[config.mk]
export PLATFORM = sky130hd
export DESIGN_NAME = pcie_ingress
export DESIGN_NICKNAME = d
export VERILOG_FILES = /design/src/rtl/ingress_pkg.sv /design/src/rtl/cpl_buffer_writer.sv /design/src/rtl/ctrl_reg_decoder.sv /design/src/rtl/pcie_ingress.sv /design/src/rtl/tlp_rx_ctrl.sv
export VERILOG_INCLUDE_DIRS = /design/src /design/src/rtl
export SDC_FILE = /design/constraint.sdc
export NUM_CORES = 1
export LEC_CHECK = 0
export ABC_CLOCK_PERIOD_IN_PS = 5690
export BUFFER_PORTS_ARGS = -buffer_cell sky130_fd_sc_hd__clkbuf_2
export CAP_MARGIN = 10
export CELL_PAD_IN_SITES_DETAIL_PLACEMENT = 0
export CELL_PAD_IN_SITES_GLOBAL_PLACEMENT = 1
export CORE_AREA = 2 2 232 234
export CTS_CLUSTER_DIAMETER = 80
export CTS_CLUSTER_SIZE = 30
export DETAILED_ROUTE_END_ITERATION = 10
export DIE_AREA = 0 0 234 236
export GPL_ROUTABILITY_DRIVEN = 0
export PLACE_DENSITY = 0.85
export SYNTH_ARGS = -nofsm -noshare
export SYNTH_HDL_FRONTEND = slang
export SYNTH_SLANG_ARGS = --single-unit
export TNS_END_PERCENT = 30
[constraint.sdc]
create_clock -name clk -period 5.69 [get_ports clk]
set_clock_uncertainty 0.15 [all_clocks]
set_input_delay 1.138 -clock clk [delete_from_list [all_inputs] [get_ports clk]]
set_output_delay 1.138 -clock clk [all_outputs]
set_load 0.1 [all_outputs]
[src/rtl/ingress_params.svh]
// Ingress parser constants
// TLP header field positions, type codes, register map and widths
`ifndef INGRESS_PARAMS_SVH
`define INGRESS_PARAMS_SVH

`define DW_W 32

// Dword 0 fields
`define TLP_FMT_HI 30
`define TLP_FMT_LO 29
`define TLP_TYPE_HI 28
`define TLP_TYPE_LO 24
`define TLP_LEN_HI 9
`define TLP_LEN_LO 0
`define TLP_FMT_4DW_BIT 29

// Type codes whose with-data variant is told by the upper format bit
`define TLP_TYPE_MEM 5'b00000
`define TLP_TYPE_CPL 5'b01010

// Dword 1 of a completion
`define CPL_BYTE_CNT_HI 11
`define CPL_BYTE_CNT_LO 0

// Register indexes from the control base
`define REG_STATUS_BUF_ADDR 0
`define REG_BUFFER_READY 1
`define REG_WRITE_BUF_A_ADDR 2
`define REG_WRITE_BUF_B_ADDR 3
`define REG_READ_BUF_A_ADDR 4
`define REG_READ_BUF_B_ADDR 5
`define REG_BUFFER_SIZE 6
`define REG_DEV_ADDR 7

// Command indexes
`define REG_CMD_OFFSET 16
`define CMD_RESET 16
`define CMD_PER_WRITE 17
`define CMD_PER_WRITE_FIFO 18
`define CMD_PER_READ 19
`define CMD_PER_READ_FIFO 20
`define CMD_MEM_WRITE 21
`define CMD_MEM_READ 22
`define CMD_DMA_WRITE 23
`define CMD_DMA_READ 24
`define CMD_PING 25
`define CMD_READ_CONFIG 26

`define BUF_ADDR_W 11
`define BUF_OFFSET_W 13

`endif

[src/rtl/ingress_pkg.sv]
// Shared types for the ingress parser
// Header dword 2 is read as an address or as completion fields

package ingress_pkg;

  // Dword 2 of a 3-dword header, decoded by TLP type
  typedef union packed {
    // Memory request address, dword aligned
    struct packed {
      logic [29:0] dw_addr;
      logic [1:0]  rsvd;
    } mem_addr;
    // Completion requester, tag and lower address
    struct packed {
      logic [15:0] req_id;
      logic [7:0]  tag;
      logic        rsvd;
      logic [6:0]  lwr_addr;
    } cpl;
  } tlp_dw2_u;

endpackage

[src/rtl/cpl_buffer_writer.sv]
// Completion buffer writer
// Places CplD payload dwords in the buffer and reports each finished completion
`timescale 1ns/1ps
`include "ingress_params.svh"

module cpl_buffer_writer (
  input  logic                     clk,
  input  logic                     rst,
  input  logic                     i_cpl_start,
  input  logic                     i_cpl_beat_stb,
  input  logic [`DW_W-1:0]         i_cpl_data,
  input  logic [`DW_W-1:0]         i_hdr_dw0,
  input  logic [`DW_W-1:0]         i_hdr_dw1,
  input  ingress_pkg::tlp_dw2_u    i_hdr_dw2,
  input  logic [`BUF_OFFSET_W-1:0] i_buf_offset,
  output logic                     o_buf_we,
  output logic [`BUF_ADDR_W-1:0]   o_buf_addr,
  output logic [`DW_W-1:0]         o_buf_data,
  output logic                     o_cplt_pkt_stb,
  output logic [9:0]               o_cplt_pkt_cnt,
  output logic [7:0]               o_cplt_pkt_tag,
  output logic [11:0]              o_cplt_pkt_byte_count,
  output logic [6:0]               o_cplt_pkt_lwr_addr
);

  logic [`BUF_OFFSET_W-1:0] base_addr;
  logic [`BUF_ADDR_W-1:0]   wr_ptr;
  logic [9:0]               dw_cnt;
  logic                     take_beat;

  // Start of this completion within the buffer
  assign base_addr = i_buf_offset - `BUF_OFFSET_W'(i_hdr_dw2.cpl.lwr_addr);
  // Beats past the length field are dropped
  assign take_beat = i_cpl_beat_stb && (dw_cnt != o_cplt_pkt_cnt);

  always_ff @(posedge clk) begin
    if (rst) begin
      o_buf_we              <= 1'b0;
      o_cplt_pkt_stb        <= 1'b0;
      dw_cnt                <= '0;
      o_cplt_pkt_cnt        <= '0;
      o_cplt_pkt_tag        <= '0;
      o_cplt_pkt_byte_count <= '0;
      o_cplt_pkt_lwr_addr   <= '0;
    end else begin
      o_buf_we       <= take_beat;
      // Count already reached the length when the final dword was written
      o_cplt_pkt_stb <= o_buf_we && (dw_cnt == o_cplt_pkt_cnt);
      if (i_cpl_start) begin
        dw_cnt                <= '0;
        o_cplt_pkt_cnt        <= i_hdr_dw0[`TLP_LEN_HI:`TLP_LEN_LO];
        o_cplt_pkt_tag        <= i_hdr_dw2.cpl.tag;
        o_cplt_pkt_byte_count <= i_hdr_dw1[`CPL_BYTE_CNT_HI:`CPL_BYTE_CNT_LO];
        o_cplt_pkt_lwr_addr   <= i_hdr_dw2.cpl.lwr_addr;
      end else if (take_beat) begin
        dw_cnt <= dw_cnt + 10'd1;
      end
    end
  end

  always_ff @(posedge clk) begin
    if (i_cpl_start) begin
      wr_ptr <= base_addr[`BUF_ADDR_W-1:0];
    end else if (take_beat) begin
      wr_ptr <= wr_ptr + `BUF_ADDR_W'(1);
    end
    if (take_beat) begin
      o_buf_addr <= wr_ptr;
      o_buf_data <= i_cpl_data;
    end
  end

endmodule

[src/rtl/ctrl_reg_decoder.sv]
// Control register file and command decode
// Memory write payloads land in a register or raise command strobes
`timescale 1ns/1ps
`include "ingress_params.svh"

module ctrl_reg_decoder (
  input  logic                  clk,
  input  logic                  rst,
  input  logic                  i_reg_stb,
  input  logic [`DW_W-1:0]      i_reg_data,
  input  ingress_pkg::tlp_dw2_u i_hdr_dw2,
  input  logic [`DW_W-1:0]      i_control_addr_base,
  output logic [`DW_W-1:0]      o_write_a_addr,
  output logic [`DW_W-1:0]      o_write_b_addr,
  output logic [`DW_W-1:0]      o_read_a_addr,
  output logic [`DW_W-1:0]      o_read_b_addr,
  output logic [`DW_W-1:0]      o_status_addr,
  output logic [`DW_W-1:0]      o_buffer_size,
  output logic [`DW_W-1:0]      o_dev_addr,
  output logic [`DW_W-1:0]      o_ping_value,
  output logic [1:0]            o_update_buf,
  output logic                  o_update_buf_stb,
  output logic                  o_reg_write_stb,
  output logic                  o_cmd_rst_stb,
  output logic                  o_cmd_wr_stb,
  output logic                  o_cmd_rd_stb,
  output logic                  o_cmd_ping_stb,
  output logic                  o_cmd_rd_cfg_stb,
  output logic                  o_cmd_unknown_stb,
  output logic                  o_cmd_flg_fifo_stb,
  output logic                  o_cmd_flg_sel_per_stb,
  output logic                  o_cmd_flg_sel_mem_stb,
  output logic                  o_cmd_flg_sel_dma_stb,
  output logic [`DW_W-1:0]      o_cmd_data_count
);

  logic [`DW_W-1:0] wr_addr;
  logic [`DW_W-1:0] reg_idx;
  logic             is_cmd;

  // Byte address of the write, then dword index from the control base
  assign wr_addr = {i_hdr_dw2.mem_addr.dw_addr, 2'b00};
  assign reg_idx = (wr_addr - i_control_addr_base) >> 2;
  assign is_cmd  = reg_idx >= `REG_CMD_OFFSET;

  always_ff @(posedge clk) begin
    o_update_buf_stb      <= 1'b0;
    o_reg_write_stb       <= 1'b0;
    o_cmd_rst_stb         <= 1'b0;
    o_cmd_wr_stb          <= 1'b0;
    o_cmd_rd_stb          <= 1'b0;
    o_cmd_ping_stb        <= 1'b0;
    o_cmd_rd_cfg_stb      <= 1'b0;
    o_cmd_unknown_stb     <= 1'b0;
    o_cmd_flg_fifo_stb    <= 1'b0;
    o_cmd_flg_sel_per_stb <= 1'b0;
    o_cmd_flg_sel_mem_stb <= 1'b0;
    o_cmd_flg_sel_dma_stb <= 1'b0;
    if (rst) begin
      o_write_a_addr   <= '0;
      o_write_b_addr   <= '0;
      o_read_a_addr    <= '0;
      o_read_b_addr    <= '0;
      o_status_addr    <= '0;
      o_buffer_size    <= '0;
      o_dev_addr       <= '0;
      o_ping_value     <= '0;
      o_update_buf     <= 2'b00;
      o_cmd_data_count <= '0;
    end else if (i_reg_stb && is_cmd) begin
      o_cmd_data_count <= i_reg_data;
      case (reg_idx)
        `CMD_RESET: o_cmd_rst_stb <= 1'b1;
        `CMD_PER_WRITE, `CMD_PER_WRITE_FIFO: begin
          o_cmd_flg_sel_per_stb <= 1'b1;
          o_cmd_wr_stb          <= 1'b1;
          o_cmd_flg_fifo_stb    <= (reg_idx == `CMD_PER_WRITE_FIFO);
        end
        `CMD_PER_READ, `CMD_PER_READ_FIFO: begin
          o_cmd_flg_sel_per_stb <= 1'b1;
          o_cmd_rd_stb          <= 1'b1;
          o_cmd_flg_fifo_stb    <= (reg_idx == `CMD_PER_READ_FIFO);
        end
        `CMD_MEM_WRITE, `CMD_MEM_READ: begin
          o_cmd_flg_sel_mem_stb <= 1'b1;
          o_cmd_wr_stb          <= (reg_idx == `CMD_MEM_WRITE);
          o_cmd_rd_stb          <= (reg_idx == `CMD_MEM_READ);
        end
        `CMD_DMA_WRITE, `CMD_DMA_READ: begin
          o_cmd_flg_sel_dma_stb <= 1'b1;
          o_cmd_wr_stb          <= (reg_idx == `CMD_DMA_WRITE);
          o_cmd_rd_stb          <= (reg_idx == `CMD_DMA_READ);
        end
        `CMD_PING: begin
          o_cmd_ping_stb <= 1'b1;
          o_ping_value   <= i_reg_data;
        end
        `CMD_READ_CONFIG: o_cmd_rd_cfg_stb <= 1'b1;
        default: o_cmd_unknown_stb <= 1'b1;
      endcase
    end else if (i_reg_stb) begin
      o_reg_write_stb <= 1'b1;
      case (reg_idx)
        `REG_STATUS_BUF_ADDR: o_status_addr <= i_reg_data;
        `REG_BUFFER_READY: begin
          // Low two bits select which buffer is ready
          o_update_buf     <= i_reg_data[1:0];
          o_update_buf_stb <= 1'b1;
        end
        `REG_WRITE_BUF_A_ADDR: o_write_a_addr <= i_reg_data;
        `REG_WRITE_BUF_B_ADDR: o_write_b_addr <= i_reg_data;
        `REG_READ_BUF_A_ADDR:  o_read_a_addr  <= i_reg_data;
        `REG_READ_BUF_B_ADDR:  o_read_b_addr  <= i_reg_data;
        `REG_BUFFER_SIZE:      o_buffer_size  <= i_reg_data;
        `REG_DEV_ADDR:         o_dev_addr     <= i_reg_data;
        default: o_reg_write_stb <= 1'b1;
      endcase
    end
  end

endmodule

[src/rtl/pcie_ingress.sv]
// PCIe host-to-device ingress parser
// Stream control feeding the register decoder and the completion buffer writer
`timescale 1ns/1ps
`include "ingress_params.svh"

module pcie_ingress (
  input  logic                     clk,
  input  logic                     rst,
  // AXI stream from the host
  output logic                     o_axi_ingress_ready,
  input  logic [`DW_W-1:0]         i_axi_ingress_data,
  input  logic                     i_axi_ingress_last,
  input  logic                     i_axi_ingress_valid,
  input  logic [`DW_W-1:0]         i_control_addr_base,
  input  logic [`BUF_OFFSET_W-1:0] i_buf_offset,
  // Control registers
  output logic [`DW_W-1:0]         o_write_a_addr,
  output logic [`DW_W-1:0]         o_write_b_addr,
  output logic [`DW_W-1:0]         o_read_a_addr,
  output logic [`DW_W-1:0]         o_read_b_addr,
  output logic [`DW_W-1:0]         o_status_addr,
  output logic [`DW_W-1:0]         o_buffer_size,
  output logic [`DW_W-1:0]         o_dev_addr,
  output logic [`DW_W-1:0]         o_ping_value,
  output logic [1:0]               o_update_buf,
  output logic                     o_update_buf_stb,
  output logic                     o_reg_write_stb,
  // Commands
  output logic                     o_cmd_rst_stb,
  output logic                     o_cmd_wr_stb,
  output logic                     o_cmd_rd_stb,
  output logic                     o_cmd_ping_stb,
  output logic                     o_cmd_rd_cfg_stb,
  output logic                     o_cmd_unknown_stb,
  output logic                     o_cmd_flg_fifo_stb,
  output logic                     o_cmd_flg_sel_per_stb,
  output logic                     o_cmd_flg_sel_mem_stb,
  output logic                     o_cmd_flg_sel_dma_stb,
  output logic [`DW_W-1:0]         o_cmd_data_count,
  // Buffer write port and completion report
  output logic                     o_buf_we,
  output logic [`BUF_ADDR_W-1:0]   o_buf_addr,
  output logic [`DW_W-1:0]         o_buf_data,
  output logic                     o_cplt_pkt_stb,
  output logic [9:0]               o_cplt_pkt_cnt,
  output logic [7:0]               o_cplt_pkt_tag,
  output logic [11:0]              o_cplt_pkt_byte_count,
  output logic [6:0]               o_cplt_pkt_lwr_addr
);

  logic [`DW_W-1:0]      hdr_dw0;
  logic [`DW_W-1:0]      hdr_dw1;
  ingress_pkg::tlp_dw2_u hdr_dw2;
  logic                  reg_stb;
  logic [`DW_W-1:0]      reg_data;
  logic                  cpl_start;
  logic                  cpl_beat_stb;
  logic [`DW_W-1:0]      cpl_data;

  tlp_rx_ctrl u_rx_ctrl (
    .clk                 (clk),
    .rst                 (rst),
    .i_axi_ingress_data  (i_axi_ingress_data),
    .i_axi_ingress_last  (i_axi_ingress_last),
    .i_axi_ingress_valid (i_axi_ingress_valid),
    .o_axi_ingress_ready (o_axi_ingress_ready),
    .o_hdr_dw0           (hdr_dw0),
    .o_hdr_dw1           (hdr_dw1),
    .o_hdr_dw2           (hdr_dw2),
    .o_reg_stb           (reg_stb),
    .o_reg_data          (reg_data),
    .o_cpl_start         (cpl_start),
    .o_cpl_beat_stb      (cpl_beat_stb),
    .o_cpl_data          (cpl_data)
  );

  ctrl_reg_decoder u_reg_decoder (
    .clk                   (clk),
    .rst                   (rst),
    .i_reg_stb             (reg_stb),
    .i_reg_data            (reg_data),
    .i_hdr_dw2             (hdr_dw2),
    .i_control_addr_base   (i_control_addr_base),
    .o_write_a_addr        (o_write_a_addr),
    .o_write_b_addr        (o_write_b_addr),
    .o_read_a_addr         (o_read_a_addr),
    .o_read_b_addr         (o_read_b_addr),
    .o_status_addr         (o_status_addr),
    .o_buffer_size         (o_buffer_size),
    .o_dev_addr            (o_dev_addr),
    .o_ping_value          (o_ping_value),
    .o_update_buf          (o_update_buf),
    .o_update_buf_stb      (o_update_buf_stb),
    .o_reg_write_stb       (o_reg_write_stb),
    .o_cmd_rst_stb         (o_cmd_rst_stb),
    .o_cmd_wr_stb          (o_cmd_wr_stb),
    .o_cmd_rd_stb          (o_cmd_rd_stb),
    .o_cmd_ping_stb        (o_cmd_ping_stb),
    .o_cmd_rd_cfg_stb      (o_cmd_rd_cfg_stb),
    .o_cmd_unknown_stb     (o_cmd_unknown_stb),
    .o_cmd_flg_fifo_stb    (o_cmd_flg_fifo_stb),
    .o_cmd_flg_sel_per_stb (o_cmd_flg_sel_per_stb),
    .o_cmd_flg_sel_mem_stb (o_cmd_flg_sel_mem_stb),
    .o_cmd_flg_sel_dma_stb (o_cmd_flg_sel_dma_stb),
    .o_cmd_data_count      (o_cmd_data_count)
  );

  cpl_buffer_writer u_cpl_writer (
    .clk                   (clk),
    .rst                   (rst),
    .i_cpl_start           (cpl_start),
    .i_cpl_beat_stb        (cpl_beat_stb),
    .i_cpl_data            (cpl_data),
    .i_hdr_dw0             (hdr_dw0),
    .i_hdr_dw1             (hdr_dw1),
    .i_hdr_dw2             (hdr_dw2),
    .i_buf_offset          (i_buf_offset),
    .o_buf_we              (o_buf_we),
    .o_buf_addr            (o_buf_addr),
    .o_buf_data            (o_buf_data),
    .o_cplt_pkt_stb        (o_cplt_pkt_stb),
    .o_cplt_pkt_cnt        (o_cplt_pkt_cnt),
    .o_cplt_pkt_tag        (o_cplt_pkt_tag),
    .o_cplt_pkt_byte_count (o_cplt_pkt_byte_count),
    .o_cplt_pkt_lwr_addr   (o_cplt_pkt_lwr_addr)
  );

endmodule

[src/rtl/tlp_rx_ctrl.sv]
// TLP ingress control
// Accepts stream beats, captures the 3-dword header and routes the payload
`timescale 1ns/1ps
`include "ingress_params.svh"

module tlp_rx_ctrl (
  input  logic                  clk,
  input  logic                  rst,
  input  logic [`DW_W-1:0]      i_axi_ingress_data,
  input  logic                  i_axi_ingress_last,
  input  logic                  i_axi_ingress_valid,
  output logic                  o_axi_ingress_ready,
  output logic [`DW_W-1:0]      o_hdr_dw0,
  output logic [`DW_W-1:0]      o_hdr_dw1,
  output ingress_pkg::tlp_dw2_u o_hdr_dw2,
  output logic                  o_reg_stb,
  output logic [`DW_W-1:0]      o_reg_data,
  output logic                  o_cpl_start,
  output logic                  o_cpl_beat_stb,
  output logic [`DW_W-1:0]      o_cpl_data
);

  localparam logic [2:0] ST_IDLE     = 3'd0;
  localparam logic [2:0] ST_HDR      = 3'd1;
  localparam logic [2:0] ST_REG_WR   = 3'd2;
  localparam logic [2:0] ST_CPL_DATA = 3'd3;
  localparam logic [2:0] ST_FLUSH    = 3'd4;

  logic [2:0] state;
  logic [1:0] hdr_idx;
  logic       beat;
  logic       hdr_done;
  logic [1:0] fmt;
  logic [4:0] tlp_type;
  logic       data_3dw;
  logic       mwr_3dw;
  logic       cpld_3dw;

  assign beat     = i_axi_ingress_valid && o_axi_ingress_ready;
  assign hdr_done = beat && (state == ST_HDR) && (hdr_idx == 2'd2);

  // Dword 0 is already captured when the third header dword arrives
  assign fmt      = o_hdr_dw0[`TLP_FMT_HI:`TLP_FMT_LO];
  assign tlp_type = o_hdr_dw0[`TLP_TYPE_HI:`TLP_TYPE_LO];
  // Upper format bit marks a payload
  assign data_3dw = fmt[1] && !o_hdr_dw0[`TLP_FMT_4DW_BIT];
  assign mwr_3dw  = data_3dw && (tlp_type == `TLP_TYPE_MEM);
  assign cpld_3dw = data_3dw && (tlp_type == `TLP_TYPE_CPL);

  always_ff @(posedge clk) begin
    if (rst) begin
      state               <= ST_IDLE;
      hdr_idx             <= 2'd0;
      o_axi_ingress_ready <= 1'b0;
    end else if (beat && i_axi_ingress_last) begin
      // End of packet from any state
      o_axi_ingress_ready <= 1'b0;
      state               <= ST_IDLE;
    end else begin
      case (state)
        ST_IDLE: begin
          hdr_idx <= 2'd0;
          if (i_axi_ingress_valid) begin
            o_axi_ingress_ready <= 1'b1;
            state               <= ST_HDR;
          end
        end
        ST_HDR: begin
          if (beat) begin
            hdr_idx <= hdr_idx + 2'd1;
          end
          if (hdr_done) begin
            if (mwr_3dw) begin
              state <= ST_REG_WR;
            end else if (cpld_3dw) begin
              state <= ST_CPL_DATA;
            end else begin
              // 4-dword headers and other types
              state <= ST_FLUSH;
            end
          end
        end
        ST_REG_WR: begin
          // Only the first payload dword is a register value
          if (beat) begin
            state <= ST_FLUSH;
          end
        end
        ST_CPL_DATA: begin
          state <= ST_CPL_DATA;
        end
        default: begin
          state <= ST_FLUSH;
        end
      endcase
    end
  end

  always_ff @(posedge clk) begin
    if (rst) begin
      o_reg_stb      <= 1'b0;
      o_cpl_start    <= 1'b0;
      o_cpl_beat_stb <= 1'b0;
    end else begin
      o_reg_stb      <= beat && (state == ST_REG_WR);
      o_cpl_start    <= hdr_done && cpld_3dw && !i_axi_ingress_last;
      o_cpl_beat_stb <= beat && (state == ST_CPL_DATA);
    end
  end

  // Header and payload capture
  always_ff @(posedge clk) begin
    if (beat && (state == ST_HDR)) begin
      case (hdr_idx)
        2'd0:    o_hdr_dw0 <= i_axi_ingress_data;
        2'd1:    o_hdr_dw1 <= i_axi_ingress_data;
        default: o_hdr_dw2 <= i_axi_ingress_data;
      endcase
    end
    if (beat && (state == ST_REG_WR)) begin
      o_reg_data <= i_axi_ingress_data;
    end
    if (beat && (state == ST_CPL_DATA)) begin
      o_cpl_data <= i_axi_ingress_data;
    end
  end

endmodule

==> out/results.ini <==
[run_status]
outcome = completed

[sta]
rsz0062_at_grt = false
slew_viol_final = 0
min_period_ps = 5040
tightest_slew_ps = 1130
fmax_ghz = 0.198
fin_setup_tns_ps = 0
hold_viol = 0
setup_viol = 0
finalCritPeriodShare_pct = 88.6
relSlewSlack_pct = 24.8

[pwr]
ir_worst_vdd_mv = 0.189
leakage_uw = 0.0116
total_power_uw = 6700
internal_power_uw = 5140
pwr-share-comb_pct = 5.5
seq_power_share_pct = 59.3
swShare_pct = 23.3
p_clk_share_pct = 35.2
power_switching_uw = 1560
p_per_area_nw_per_um2 = 254

[global_route]
grt_use_total_pct = 22.1
antenna_found_initial = 2
grt_start_max_net_pins = 171
grt_pass1_vias = 15400
grt_overflow = 0
grt_pass1_wl_mm = 93.6

[clock_network]
cts_sinks = 539
htree_levels = 1
postCtsSetupBuffers = 0
path_clk_slew_ps = 100
ctsResizeCount = 0
numCtsBuffers = 26
cts-root-buf = clkbuf_16
cts_buffer_depth = 3
cts-hold-fix-buffers = 0
clkLatencyLatePin_ps = 590
cts_tree = yes

[synth]
ys_types = 74
ys_top_cells_by_area = dfxtp_1 32%, edfxtp_1 24%, mux2i_1 15%
seq_area_frac_synth_pct = 56.2
netlist_area_um2 = 22400
synthFlopType = dfxtp_1
yosysTopAreaCell = dfxtp_1
synthCells = 1953
synth-edff-count = 179
syn-num-nets = 2076
yosys.area.top_type_share_pct = 32.2
synth.avg_cell_area_um2 = 11.5
synthArstFlopShare_pct = 0
ys.warnings.count = 0
synth_seq_cells = 539

[routing]
drtPass1Iterations = 8
drtIter0Drc = 1203
via_per_inst = 5.16
drc = 0
final_antenna_net_count = 0
wl_per_cell_um = 20.6
drt-total-wl_mm = 63.0
vias = 15800

[setup_path]
cp_max_fo = 32
critPathArrivalTime_ps = 5330
slowest_delay_ps = 760
reg2reg_depth = 12
reg2reg_to = u_reg_decoder.o_status_addr[10]$_SDFFE_PP0P_
crit_slowest_cell = or4_2
reg2reg_from = u_rx_ctrl.o_hdr_dw2[21]$_DFFE_PP_
cp_cell_sequence = clkbuf_2 > inv_1 > ha_1 > a21oi_1 > o21ai_0 > nor4_1 > a22oi_1 > a21o_1 > a211o_1 > nor4_2 > nand4_4 > or4_2 > buf_12 > mux2i_1
regToRegSetupSlack_ps = 910
cp.required_ps = 5980
worst_setup_path_end_kind = flop
start_kind = primary input
critPathKind = primary input to flop

[final_layout]
seqCellArea_um2 = 12600
n_fill_cell = 4794
fin_nets = 2462
final_cell_mix = 462 x clkbuf_2, 359 x dfxtp_1, 332 x mux2i_1, 327 x nand2b_1, 179 x edfxtp_1
multi_input_area_um2 = 9040
instances_no_fill = 3054
area_delta_synth_final_pct = 17.5
final_common_cell = clkbuf_2
drive_gt1_share_pct = 24.1

[worst_hold_path]
hp-start = u_rx_ctrl.o_cpl_data[16]$_DFFE_PP_
hp-class = flop to flop
holdPathStages = 0
whs_endpoint = u_cpl_writer.o_buf_data[16]$_DFFE_PP_

[floorplanning]
num_rows = 85
die_width_um = 234
coreArea_um2 = 53100
fp.dieH_um = 236
ios = 466
dieArea_um2 = 55200
start_util_pct = 42.2

[placement]
placedCellCount = 3007
dpl.hpwl_mm = 45.8
numPortBuffers = 463

[job]
maxCapViolations = 0

-- layout make-up --
cell class | count | area share (%)
antenna | 1 | 0.00951
clock inverter | 15 | 0.913
inverter | 56 | 0.799
timing repair buffer | 494 | 10.1
sequential | 539 | 47.8
multi-input combinational | 1222 | 34.4
clock buffer | 31 | 2.66
tap | 696 | 3.31
-- power by group through the flow --
| stage | Sequential, uW | Combinational [uW] | Clock [uW] |
|---|---|---|---|
| floorplan | 4060 | 229 | 0 |
| CTS | 3970 | 366 | 2410 |
| finish | 3970 | 371 | 2350 |
| detailed placement | 4060 | 364 | 0 |
| global placement | 4060 | 358 | 0 |
| global route | 3970 | 400 | 2540 |
-- metal layers --
metal  vias up  global-route usage (%)  routed length (um)
li1       7478                       -                   -
met4         2                    6.62                2050
met3       101                    3.36                3420
met2       539                    36.8               30000
met5         -                       0                  16
met1      7652                    29.5               27600
-- sequential cells by signal, indices dropped and copies added, names as in the netlist, 17 cells and up --
name                            cells
u_cpl_writer.o_buf_data            32
u_reg_decoder.o_dev_addr           32
u_reg_decoder.o_cmd_data_count     32
u_reg_decoder.o_ping_value         32
u_rx_ctrl.o_hdr_dw2                32
u_reg_decoder.o_read_b_addr        32
u_reg_decoder.o_write_a_addr       32
u_rx_ctrl.o_hdr_dw0                17
u_reg_decoder.o_write_b_addr       32
u_reg_decoder.o_status_addr        32
u_rx_ctrl.o_reg_data               32
u_reg_decoder.o_read_a_addr        32
u_reg_decoder.o_buffer_size        32
u_rx_ctrl.o_cpl_data               32
-- kinds of logic after synthesis --
group	synth area share (%)
adders and majority gates	2.38
muxes	15.0
and+or+nand+nor	16.1
AOI/OAI and AO/OA	4.55
buffers and inverters	3.65
xor gates and xnor gates	2.19
DFF	56.2
-- how the worst max path moves through the flow --
stage | startpoint | end | slack, ps | depth (start not counted)
floorplan | i_control_addr_base[20] | u_reg_decoder.o_status_addr[10]$_SDFFE_PP0P_ | 960 | 14
global placement | i_control_addr_base[17] | u_reg_decoder.o_status_addr[14]$_SDFFE_PP0P_ | 280 | 14
detailed placement | i_control_addr_base[23] | u_reg_decoder.o_status_addr[10]$_SDFFE_PP0P_ | 260 | 14
CTS | i_control_addr_base[3] | u_reg_decoder.o_status_addr[10]$_SDFFE_PP0P_ | 880 | 15
global route | i_control_addr_base[21] | u_reg_decoder.o_status_addr[7]$_SDFFE_PP0P_ | 560 | 14
finish | i_control_addr_base[21] | u_reg_decoder.o_status_addr[10]$_SDFFE_PP0P_ | 650 | 14
-- Yosys cell counts, drive strengths merged (8+ instances only) --
library cell / count
xnor2: 29
nor3: 20
mux2i: 332
edfxtp: 179
nor2: 104
or3: 9
buf: 72
nand3: 23
xor2: 27
and3: 12
inv: 56
a21oi: 49
nand2b: 327
nand4: 22
ha: 41
dfxtp: 360
o21ai: 37
clkbuf: 64
a21o: 8
o211ai: 8
nor4: 13
nand2: 65
-- worst max-delay path, delay by kind of cell --
family / cells / cell delay (ps)
buf+inv: 3 / 330
mux: 1 / 150
compound gates: 5 / 1310
simple gates: 4 / 1900
fa+ha+maj: 1 / 440
-- per-stage QoR --
| step | area (um^2) | setup slack, ps | hold WS (ps) | util [%] |
|---|---|---|---|---|
| floorplan | 22400 | 956 | 250 | - |
| global placement | 25400 | 280 | 252 | 47.8 |
| detailed placement | 25400 | 256 | 255 | 47.8 |
| CTS | 26300 | 884 | 267 | 49.6 |
| global route | 26300 | 562 | 269 | 49.6 |
| finish | 26300 | 646 | 268 | 49.6 |
(Power assumes the default switching activity.)
